File: src/core_types_pkg.sv
package core_types_pkg;

	typedef logic [31:0] word;
	typedef logic [3:0]  reg_num;
	typedef logic [15:0] reg_list; // One bit per register
	typedef logic [29:0] ptr;      // Word address
	typedef logic [7:0]  shift_amt;

	typedef enum logic [2:0] {
		ALU_ADD,
		ALU_SUB,
		ALU_AND,
		ALU_ORR,
		ALU_EOR,
		ALU_MOV // Second operand only
	} alu_op;

endpackage
File: src/core_ctrl_pkg.sv
package core_ctrl_pkg;

	import core_types_pkg::*;

	typedef enum logic [2:0] {
		ISSUE,
		RD_INDIRECT_SHIFT,
		WITH_SHIFT,
		TRANSFER,
		BASE_WRITEBACK
	} ctrl_cycle;

	// Decoded instruction as held by the latch and the control
	typedef struct packed {
		alu_op       op;
		logic        is_ldst;
		logic        load;
		logic        ldst_writeback;
		reg_num      rd;
		reg_num      rn;
		reg_num      rm;
		reg_num      rs;
		logic        use_imm;
		logic [11:0] imm;
		logic        shift_by_reg;
		logic [4:0]  shift_imm;
		reg_list     regs;
	} issued_insn;

endpackage

File: src/exec_bus_if.sv
`timescale 1ns/100ps

interface exec_bus_if;

	import core_types_pkg::*;

	reg_num      ra, rb, rd;
	logic        wr_en;
	word         wr_value;
	alu_op       op;
	logic        use_imm;
	logic [11:0] imm;
	logic        b_override; // b_value replaces the shifted operand
	word         b_value;
	shift_amt    shift;
	word         rd_value_a, rd_value_b, q_alu;

	modport ctrl (
		output ra, rb, rd, wr_en, wr_value, op, use_imm, imm, b_override, b_value, shift,
		input  rd_value_a, rd_value_b, q_alu
	);

	modport unit (
		input  ra, rb, rd, wr_en, wr_value, op, use_imm, imm, b_override, b_value, shift,
		output rd_value_a, rd_value_b, q_alu
	);

endinterface

File: src/exec_core.sv
`timescale 1ns/100ps

module exec_core
	import core_types_pkg::*;
	import core_ctrl_pkg::*;
(
	input  logic        clk,
	                    rst_n,
	                    insn_valid,
	input  alu_op       op,
	input  logic        is_ldst,
	                    load,
	                    ldst_writeback,
	input  reg_num      rd,
	                    rn,
	                    rm,
	                    rs,
	input  logic        use_imm,
	input  logic [11:0] imm,
	input  logic        shift_by_reg,
	input  logic [4:0]  shift_imm,
	input  reg_list     regs,
	output logic        stall,
	input  logic        mem_ready,
	input  word         mem_data_rd,
	output ptr          mem_addr,
	output word         mem_data_wr,
	output logic        mem_start,
	                    mem_write
);

	issued_insn insn_in, insn;
	logic       take, pending;

	exec_bus_if bus ();

	assign insn_in = '{
		op: op, is_ldst: is_ldst, load: load, ldst_writeback: ldst_writeback,
		rd: rd, rn: rn, rm: rm, rs: rs,
		use_imm: use_imm, imm: imm,
		shift_by_reg: shift_by_reg, shift_imm: shift_imm,
		regs: regs
	};

	insn_latch latch_i (
		.clk(clk),
		.rst_n(rst_n),
		.insn_valid(insn_valid),
		.insn_in(insn_in),
		.take(take),
		.stall(stall),
		.pending(pending),
		.insn(insn)
	);

	core_control control_i (
		.clk(clk),
		.rst_n(rst_n),
		.pending(pending),
		.insn(insn),
		.take(take),
		.bus(bus.ctrl),
		.mem_ready(mem_ready),
		.mem_data_rd(mem_data_rd),
		.mem_addr(mem_addr),
		.mem_data_wr(mem_data_wr),
		.mem_start(mem_start),
		.mem_write(mem_write)
	);

	reg_alu unit_i (
		.clk(clk),
		.rst_n(rst_n),
		.bus(bus.unit)
	);

endmodule

File: src/reg_alu.sv
`timescale 1ns/100ps

module reg_alu
	import core_types_pkg::*;
(
	input  logic    clk,
	input  logic    rst_n,
	exec_bus_if.unit bus
);

	word regs_q [16];
	word operand, b_op;

	assign bus.rd_value_a = regs_q[bus.ra];
	assign bus.rd_value_b = regs_q[bus.rb];

	always_comb begin
		operand = bus.use_imm ? {20'd0, bus.imm} : bus.rd_value_b;
		b_op = bus.b_override ? bus.b_value : operand << bus.shift; // Zero from 32 up

		case (bus.op)
			ALU_ADD: bus.q_alu = bus.rd_value_a + b_op;
			ALU_SUB: bus.q_alu = bus.rd_value_a - b_op;
			ALU_AND: bus.q_alu = bus.rd_value_a & b_op;
			ALU_ORR: bus.q_alu = bus.rd_value_a | b_op;
			ALU_EOR: bus.q_alu = bus.rd_value_a ^ b_op;
			default: bus.q_alu = b_op;
		endcase
	end

	always_ff @(posedge clk or negedge rst_n) begin
		if (!rst_n) begin
			for (int i = 0; i < 16; i++)
				regs_q[i] <= '0;
		end else if (bus.wr_en) begin
			regs_q[bus.rd] <= bus.wr_value;
		end
	end

	write_rd_known: assert property (
		@(posedge clk) disable iff (!rst_n) bus.wr_en |-> !$isunknown(bus.rd)
	) else $error("register write with unknown rd");

endmodule

File: src/core_control.sv
`timescale 1ns/100ps

module core_control
	import core_types_pkg::*;
	import core_ctrl_pkg::*;
(
	input  logic       clk,
	input  logic       rst_n,
	input  logic       pending,
	input  issued_insn insn,
	output logic       take,
	exec_bus_if.ctrl   bus,
	input  logic       mem_ready,
	input  word        mem_data_rd,
	output ptr         mem_addr,
	output word        mem_data_wr,
	output logic       mem_start,
	output logic       mem_write
);

	ctrl_cycle  cycle, next_cycle;
	issued_insn cur;
	logic       live;      // cur holds an instruction not yet finished
	word        saved;     // Shifted operand, or next transfer address
	shift_amt   amt, shift_sel;
	logic       mem_open, advance, pop_valid;
	reg_list    list, pop_next;
	reg_num     popped, xfer_rd;

	reg_list_pop pop_i (
		.regs(list),
		.valid(pop_valid),
		.next(pop_next),
		.pop(popped)
	);

	assign advance = ~mem_open | mem_ready;
	assign take = pending && cycle == ISSUE && next_cycle == ISSUE;

	always_comb begin
		shift_sel = cycle == RD_INDIRECT_SHIFT ? amt : {3'b000, cur.shift_imm};

		next_cycle = ISSUE;
		case (cycle)
			ISSUE:
				if (live) begin
					if (cur.is_ldst)
						next_cycle = TRANSFER;
					else if (cur.shift_by_reg)
						next_cycle = RD_INDIRECT_SHIFT;
					else if (shift_sel != 0)
						next_cycle = WITH_SHIFT;
				end

			RD_INDIRECT_SHIFT:
				if (shift_sel != 0)
					next_cycle = WITH_SHIFT;

			TRANSFER:
				if (pop_valid || !advance)
					next_cycle = TRANSFER;
				else if (cur.ldst_writeback)
					next_cycle = BASE_WRITEBACK;

			default: ;
		endcase
	end

	always_comb begin
		bus.ra = cur.rn;
		bus.rb = cur.rm;
		bus.rd = cur.rd;
		bus.op = cur.op;
		bus.use_imm = cur.use_imm;
		bus.imm = cur.imm;
		bus.shift = shift_sel;
		bus.b_override = 1'b0;
		bus.b_value = saved;
		bus.wr_value = bus.q_alu;
		bus.wr_en = 1'b0;

		case (cycle)
			ISSUE: begin
				if (cur.shift_by_reg)
					bus.rb = cur.rs; // Fetch the amount first
				else if (shift_sel != 0)
					bus.op = ALU_MOV;
				bus.wr_en = live && !cur.is_ldst && !cur.shift_by_reg && shift_sel == 0;
			end

			RD_INDIRECT_SHIFT: begin
				if (shift_sel != 0)
					bus.op = ALU_MOV;
				bus.wr_en = shift_sel == 0;
			end

			WITH_SHIFT: begin
				bus.b_override = 1'b1;
				bus.wr_en = 1'b1;
			end

			TRANSFER: begin
				bus.rb = popped; // Store data for the next access
				bus.rd = xfer_rd;
				bus.wr_value = mem_data_rd;
				bus.wr_en = mem_open && mem_ready && cur.load;
			end

			BASE_WRITEBACK: begin
				bus.rd = cur.rn;
				bus.wr_value = saved;
				bus.wr_en = 1'b1;
			end

			default: ;
		endcase
	end

	always_ff @(posedge clk or negedge rst_n) begin
		if (!rst_n) begin
			cycle <= ISSUE;
			live <= 1'b0;
			mem_open <= 1'b0;
			mem_start <= 1'b0;
			mem_write <= 1'b0;
		end else begin
			cycle <= next_cycle;
			mem_start <= 1'b0;

			if (next_cycle == ISSUE)
				live <= take;

			if (cycle == TRANSFER && advance) begin
				mem_open <= pop_valid;
				mem_start <= pop_valid;
				mem_write <= pop_valid & ~cur.load;
			end
		end
	end

	always_ff @(posedge clk) begin
		if (take)
			cur <= insn;

		case (cycle)
			ISSUE: begin
				amt <= bus.rd_value_b[7:0];
				saved <= cur.is_ldst ? bus.rd_value_a : bus.q_alu;
				list <= cur.regs;
			end

			RD_INDIRECT_SHIFT:
				saved <= bus.q_alu;

			TRANSFER:
				if (advance && pop_valid) begin
					mem_addr <= saved[31:2];
					mem_data_wr <= bus.rd_value_b;
					saved <= saved + 32'd4;
					list <= pop_next;
					xfer_rd <= popped;
				end

			default: ;
		endcase
	end

	// No new start and a steady request until the open access is answered
	hold_while_open: assert property (
		@(posedge clk) disable iff (!rst_n)
		mem_open && !mem_ready |=> !mem_start && $stable(mem_addr) && $stable(mem_write)
			&& $stable(mem_data_wr)
	) else $error("memory request changed while an access is open");

	ready_when_open: assert property (
		@(posedge clk) disable iff (!rst_n) mem_ready |-> mem_open
	) else $error("mem_ready without an open access");

endmodule

File: src/reg_list_pop.sv
`timescale 1ns/100ps

module reg_list_pop
	import core_types_pkg::*;
(
	input  reg_list regs,
	output logic    valid,
	output reg_list next,
	output reg_num  pop
);

	always_comb begin
		valid = |regs;
		next = regs & (regs - reg_list'(1)); // Lowest set bit cleared

		// Scan downwards so the lowest hit wins
		pop = '0;
		for (int i = 15; i >= 0; i--) begin
			if (regs[i])
				pop = reg_num'(i);
		end

		if (valid) begin
			assert (regs[pop] && !next[pop])
			else $error("popped r%0d does not match list %h", pop, regs);
		end
	end

endmodule

File: src/insn_latch.sv
`timescale 1ns/100ps

module insn_latch
	import core_ctrl_pkg::*;
(
	input  logic       clk,
	input  logic       rst_n,
	input  logic       insn_valid,
	input  issued_insn insn_in,
	input  logic       take,
	output logic       stall,
	output logic       pending,
	output issued_insn insn
);

	logic accept;

	assign stall = pending & ~take;
	assign accept = insn_valid & ~stall; // Refill allowed on the take edge

	always_ff @(posedge clk or negedge rst_n) begin
		if (!rst_n)
			pending <= 1'b0;
		else if (accept)
			pending <= 1'b1;
		else if (take)
			pending <= 1'b0;
	end

	always_ff @(posedge clk) begin
		if (accept)
			insn <= insn_in;
	end

	take_needs_pending: assert property (
		@(posedge clk) disable iff (!rst_n) take |-> pending
	) else $error("take without a pending instruction");

endmodule

File: config.mk
export PLATFORM = sky130hd
export DESIGN_NAME = exec_core
export DESIGN_NICKNAME = d
export VERILOG_FILES = /design/src/core_types_pkg.sv /design/src/core_ctrl_pkg.sv /design/src/exec_bus_if.sv /design/src/exec_core.sv /design/src/reg_alu.sv /design/src/core_control.sv /design/src/reg_list_pop.sv /design/src/insn_latch.sv
export SDC_FILE = /design/constraint.sdc
export NUM_CORES = 2
export LEC_CHECK = 0
export BUFFER_PORTS_ARGS = -buffer_cell sky130_fd_sc_hd__buf_2
export CAP_MARGIN = 20
export CELL_PAD_IN_SITES_DETAIL_PLACEMENT = 1
export CELL_PAD_IN_SITES_GLOBAL_PLACEMENT = 1
export CORE_MARGIN = 2
export CORE_UTILIZATION = 40
export DETAILED_ROUTE_END_ITERATION = 10
export GPL_TIMING_DRIVEN = 0
export PLACE_DENSITY = 0.78
export SLEW_MARGIN = 25
export SYNTH_ARGS = -nofsm -noshare
export SYNTH_HDL_FRONTEND = slang
export SYNTH_SLANG_ARGS = --single-unit
File: constraint.sdc
create_clock -name clk -period 11.5 [get_ports clk]
set_input_delay 0.575 -clock clk [delete_from_list [all_inputs] [get_ports clk]]
set_output_delay 0.575 -clock clk [all_outputs]
set_load 0.01 [all_outputs]
# After elaboration in Yosys (flattened, before gate mapping)
# Cells that the tools add are included.
[totals]
register_bits = 756
inputBits = 93
output_inout_bits = 65
word_cells = 167
[classes]
add_sub_neg = 4
order_cmp = 4
n_eq_ne = 9
shifts = 1
muxes = 53
bitwise_logic = 15
reduce_logical = 27
[ops]
columns = ["op", "n"]
rows = [
  ["$bwmux W512", 1],
  ["$mux W32", 9],
  ["$bmux W32 S4", 2],
  ["$pmux W32 S5", 1],
  ["$demux W32 S4", 1],
  ["$pmux W32 S3", 1],
  ["$mux W4", 17],
  ["$pmux W32 S2", 1],
  ["$add A32 B3 Y32 const B", 1],
  ["$add A32 B32 Y32", 1],
  ["$and A32 B32 Y32", 1],
  ["$or A32 B32 Y32", 1],
  ["$pmux W16 S2", 1],
  ["$shl A32 B8 Y32", 1],
  ["$sub A32 B32 Y32", 1],
  ["$xor A32 B32 Y32", 1],
  ["$mux W3", 7],
  ["$and A16 B16 Y16", 1],
  ["$mux W16", 1],
  ["$pmux W4 S2", 2],
  ["$reduce_or A16 Y1", 1],
  ["$sub A16 B1 Y16 const B", 1],
  ["$ge A5 B5 Y1 const B", 3],
  ["$not A4 Y5", 3],
  ["24 further kinds", 53],
]

# Depth between registers and ports, before layout
[logic_depth]
ltp_word = 28
depth_mapped = 41
ltp_nobuf = 36

# Cells and area by module
# Synthesis repeated with hierarchy kept, for this count alone.
[hier_totals]
cells_unflattened = 3779
hier_area_um2 = 45632.5
[by_module_without_submodules]
columns = ["module", "n_inst", "cells_per_inst", "area_per_inst_um2", "seq_area_each_um2"]
rows = [
  ["reg_alu", 1, 3053, 35535.3, 12812.3],
  ["core_control", 1, 610, 8005.2, 5550.3],
  ["insn_latch", 1, 62, 1769.2, 1736.7],
  ["reg_list_pop", 1, 54, 322.8, 0.0],
]

# Worst setup path after synthesis
# OpenSTA, ideal clock, no wires.
[synth_path]
path_type = "register to register"
from = "reg control_i.cycle[1]"
to = "reg unit_i.regs_q[189] (netlist bit)"
setup_ns = 0.133
t_arrival_ns = 8.477
t_required_ns = 11.367
path_slack_ns = 2.890
stages_incl_launch_ff = 40
path_buffers = 7
period_less_slack_ns = 8.610
path_cell_list = "dfrtp_1 -> buf_6 -> clkbuf_1 -> nor2_1 -> clkbuf_1 -> mux2i_1 -> nand2_1 -> nor2_1 -> nand4_1 -> o21a_1 -> or2_2 -> nor2_1 -> clkbuf_1 -> buf_1 -> nand2_1 -> clkbuf_1 -> o21ai_0 -> inv_1 -> [... 4 more ...] -> o21a_1 -> o21ai_0 -> nand2_1 -> a2111oi_0 -> nor3_1 -> a2111o_1 -> a31oi_1 -> o41ai_1 -> a31o_2 -> a21o_1 -> a21oi_1 -> xnor2_1 -> o211ai_1 -> o21ai_1 -> nor2_1 -> a221oi_1 -> clkbuf_1 -> o21ai_0"
[synth_between]
elab_chain_len = 13
elab_cells_between_ends = 43
cone_classes = "add/sub (2); order compare (2); eq/ne (8); shift (1); mux (18); bitwise (5); reduce/logical (7)"
[synth_lines]
columns = ["item", "line", "text"]
rows = [
  ["start: declaration", "core_control.sv:21", "ctrl_cycle cycle, next_cycle;"],
  ["start signal: assignment", "core_control.sv:127", "cycle <= next_cycle;"],
  ["$eq A3 B2 Y1 or $logic_not A3 Y1 (tied branches)", "core_control.sv:82", "case (cycle)"],
  ["$pmux W4 S2", "core_control.sv:82", ""],
  ["$not A4 Y5 (not written as such)", "reg_alu.sv:15", "assign bus.rd_value_b = regs_q[bus.rb];"],
  ["$bmux W32 S4", "reg_alu.sv:15", ""],
  ["$mux W32 (not written as such) (2 in series)", "reg_alu.sv:15", ""],
  ["$mux W32", "reg_alu.sv:18", "operand = bus.use_imm ? {20'd0, bus.imm} : bus.rd_value_b;"],
  ["$shl A32 B8 Y32", "reg_alu.sv:19", "b_op = bus.b_override ? bus.b_value : operand << bus.shift;"],
  ["$mux W32", "reg_alu.sv:19", ""],
  ["$sub A32 B32 Y32 (tied with other cells)", "reg_alu.sv:23", "ALU_SUB: bus.q_alu = bus.rd_value_a - b_op;"],
  ["$pmux W32 S5", "reg_alu.sv:21", "case (bus.op)"],
  ["$pmux W32 S2", "core_control.sv:82", ""],
  ["$bwmux W512", "reg_alu.sv:36", "regs_q[bus.rd] <= bus.wr_value;"],
  ["end signal: indexed assignment", "reg_alu.sv:36", ""],
  ["end: declaration", "reg_alu.sv:11", "word regs_q [16];"],
]
# Several ways; a longest one is shown, not always the timed one. The select of a mux whose other input is x is not followed.
# A chain may end at the register's enable or synchronous reset.

# Worst setup path in the final report
[layout_path]
from = "reg control_i.list[14]"
to = "reg unit_i.regs_q[255] (netlist bit)"
[layout_between]
elab_chain_len = 27
elab_cells_between_ends = 31
cone_classes = "add/sub (2); shift (1); mux (24); bitwise (4)"
[layout_lines]
columns = ["item", "line", "text"]
rows = [
  ["start: declaration", "core_control.sv:27", "reg_list list, pop_next;"],
  ["start signal: assignment", "core_control.sv:149", "list <= cur.regs;"],
  ["start signal: assignment", "core_control.sv:160", "list <= pop_next;"],
  ["$mux W4 * (15 in series)", "reg_list_pop.sv:19", "if (regs[i])"],
  ["$pmux W4 S2 *", "core_control.sv:82", ""],
  ["$not A4 Y5 (not written as such) *", "reg_alu.sv:15", ""],
  ["$bmux W32 S4 *", "reg_alu.sv:15", ""],
  ["$mux W32 (not written as such) * (2 in series)", "reg_alu.sv:15", ""],
  ["$mux W32 *", "reg_alu.sv:18", ""],
  ["$shl A32 B8 Y32 *", "reg_alu.sv:19", ""],
  ["$mux W32 *", "reg_alu.sv:19", ""],
  ["$sub A32 B32 Y32 (tied with other cells)", "reg_alu.sv:23", ""],
  ["$pmux W32 S5 *", "reg_alu.sv:21", ""],
  ["$pmux W32 S2 *", "core_control.sv:82", ""],
  ["$bwmux W512 *", "reg_alu.sv:36", ""],
]
# Mark *: on every way between the ends. The rest lies on a longest branch, timed or not. The select of a mux whose other input is x is not followed.

==> impl_metrics.py <==
metrics = {
    "worst_setup_path": {
        "endpoint_kind": "register",
        "path_class": "register to register",
        "slowest_delay_ps": 610,
        "cp_top_family": "compound AO/OA/AOI/OAI gates",
        "worst-path-max-fanout": 10,
        "crit_required_ps": 12070,
        "critPathBufInv": 3,
        "timing.rr.start": "control_i.list[14]",
        "cp-startpoint": "control_i.list[14]",
        "start_kind": "register",
        "cpMaxStageDelayCell": "a221oi_1",
        "crit_arrival_ps": 11910,
        "cp_common_cell": "nand2_1",
    },
    "synth": {
        "synth_common_cells": "792 x nand2_1, 629 x o21ai_0, 520 x dfrtp_1",
        "yosysMostFrequentCell": "nand2_1",
        "synth_cell_types": 112,
        "ys_seq_elements": 756,
        "synth_ff_type": "dfrtp_1",
        "synth_area_leaders": "dfrtp_1 29%, edfxtp_1 16%, mux4_2 8.2%",
        "synth_top_area_share_pct": 28.8,
        "yosysWarnings": 0,
        "syn-num-nets": 4824,
        "syn_inst": 4628,
        "syn_avg_cell_area_sq_um": 9.78,
        "synthArstFlopShare_pct": 68.8,
        "seq_area_frac_synth_pct": 44.4,
        "synth_area_sq_um": 45200,
        "synth-edff-count": 236,
        "yosys.area.top_type": "dfrtp_1",
    },
    "sta": {
        "worst_slew_pin_slew_ps": 1270,
        "setup_viol": 0,
        "hold_viol": 0,
        "drv_slew": 0,
        "min_period_ps": 11340,
        "period_share_pct": 98.6,
        "max_freq_mhz": 88.2,
        "finClkSkew_ps": 39.6,
        "slew_headroom_pct": 15.5,
    },
    "detailed_routing": {
        "wl_um": 246000,
        "ant_nets": 0,
        "drt_iter0_drc": 6825,
        "first_pass_iters": 7,
        "via_per_inst": 7.11,
        "drc": 0,
        "routedWlPerCell_um": 37.8,
        "route.vias.total": 46209,
    },
    "global_route": {
        "grt_pass1_vias": 46503,
        "antenna_found_initial": 14,
        "grt_pass1_wl_um": 345000,
        "grt.total_usage_pct": 41.5,
        "gr-total-overflow": 0,
        "grt_max_degree": 86,
    },
    "placed_design": {
        "dpl.hpwl_um": 184000,
        "port_buffers": 157,
        "place.gp.congestion": 1.07,
        "placed_cells": 6318,
    },
    "pwr": {
        "finalPower_mw": 10.5,
        "p_per_area_nw_per_um2": 203,
        "p_leak_nw": 20.9,
        "peakVddDrop_mv": 0.130,
    },
    "run": {
        "max_cap_viol_count": 0,
    },
    "finish": {
        "stdcell_count": 6495,
        "drive_gt1_share_pct": 15.6,
        "synthToLayoutAreaGrowth_pct": 14.6,
        "nNetsFinal": 5105,
        "n_fill_cell": 12701,
    },
    "floorplanning": {
        "core-area_sq_um": 112000,
        "num_io_pins": 158,
        "die_h_um": 340,
        "die_w_um": 340,
        "die_area_sq_um": 116000,
        "num_rows": 123,
        "start_util_pct": 40.3,
    },
    "clocking": {
        "clk_path_buf_depth": 3,
        "cts_num_sinks": 756,
        "htreeDepth": 3,
        "cts_buffers": 85,
        "clk_pin_slew_ps": 70,
        "root_buffer": "clkbuf_16",
        "cts_tree": "built",
        "clock_latency_ps": 720,
    },
    "worst_hold_path": {
        "hold_class": "primary input to register",
        "hold_start": "imm[10]",
    },
    "status": {
        "status": "finished clean",
    },
}
-- cells by family after synthesis --
kind of cell | after synthesis | share of synthesized area [%]
compound gates | 1513 | 21.8
simple gates | 1386 | 13.6
flops | 756 | 44.4
buf+inv | 501 | 4.71
mux | 285 | 11.0
fa+ha+maj | 103 | 2.87
xor+xnor | 84 | 1.63
-- flip-flops by register name (all words and copies together) (netlist names), 12 cells and up --
signal / cells
control_i.bus.b_value: 32
control_i.bus.imm: 12
control_i.cur: 40
control_i.list: 16
control_i.mem_addr: 30
control_i.mem_data_wr: 32
latch_i.insn: 57
unit_i.regs_q: 512
-- metrics by stage --
| stage | TNS, ps | area (sq um) | hold WS, ps | setup slack, ps | utilization, % |
|---|---|---|---|---|---|
| finish | 0 | 51800 | 39.2 | 157 | 46.1 |
| global route | -9.52 | 51800 | 51.1 | -9.52 | 46.1 |
| CTS | 0 | 51600 | 26.4 | 89.0 | 46.0 |
| detailed placement | -230580 | 48700 | 406 | -1840 | 43.3 |
| global placement | -866780 | 47900 | 403 | -2260 | 42.6 |
| floorplan | 0 | 45200 | 279 | 2890 | - |
-- where the power goes --
group | internal, mW | total [mW] | switching (mW)
Sequential | 3.44 | 4.17 | 0.736
Clock | 1.62 | 2.91 | 1.30
Combinational | 1.21 | 3.45 | 2.24
-- cell type report --
cell class | count | area (sq um) | share of cell area, %
Clock buffer | 104 | 2320 | 4.48
Multi-Input combinational cell | 3371 | 23300 | 45.0
Tap cell | 1500 | 1880 | 3.62
Sequential cell | 756 | 20100 | 38.8
Timing Repair Buffer | 195 | 1420 | 2.74
Inverter | 111 | 419 | 0.809
Buffer | 389 | 1760 | 3.39
Antenna cell | 14 | 35.0 | 0.0676
Clock inverter | 55 | 567 | 1.09
-- timing repair --
action                     in CTS  in global routing
hold endpoints to repair       49                  0
setup buffers                   0                  1
resized for setup              15                 21
cloned                          0                  0
setup endpoints to repair     305                147
hold buffers                    1                  0
-- final timing paths --
check / depth (start not counted) / slack, ps / endpoint
max: 34 / 160 / unit_i.regs_q[255]
min: 1 / 40 / latch_i.insn[32]
max reg2reg: 34 / 160 / unit_i.regs_q[255]
min reg2reg: 0 / 410 / control_i.cur[41]
max in group asynchronous: 7 / 8900 / unit_i.regs_q[230]
min in group asynchronous: 2 / 400 / unit_i.regs_q[50]
-- per-layer routing --
| layer | GRT usage, % | share of wire, % |
|---|---|---|
| met1 | 48.4 | 35 |
| met2 | 61.5 | 42 |
| met5 | 0.490 | 0.040 |
| met4 | 31.4 | 9.4 |
| met3 | 16.5 | 14 |
-- placed cells by master, fill, tap and decap left out, types with 109 or more instances in the layout --
| cell type | netlist | layout |
|---|---|---|
| clkbuf_1 | 270 | 254 |
| inv_1 | 110 | 109 |
| a21oi_1 | 243 | 234 |
| nand2_1 | 792 | 792 |
| dfrtp_1 | 520 | 520 |
| nor2_1 | 220 | 215 |
| mux4_2 | 165 | 165 |
| o21ai_0 | 629 | 626 |
| edfxtp_1 | 236 | 236 |
| buf_2 | 46 | 217 |
No activity file was read; power rests on OpenSTA's default activity.
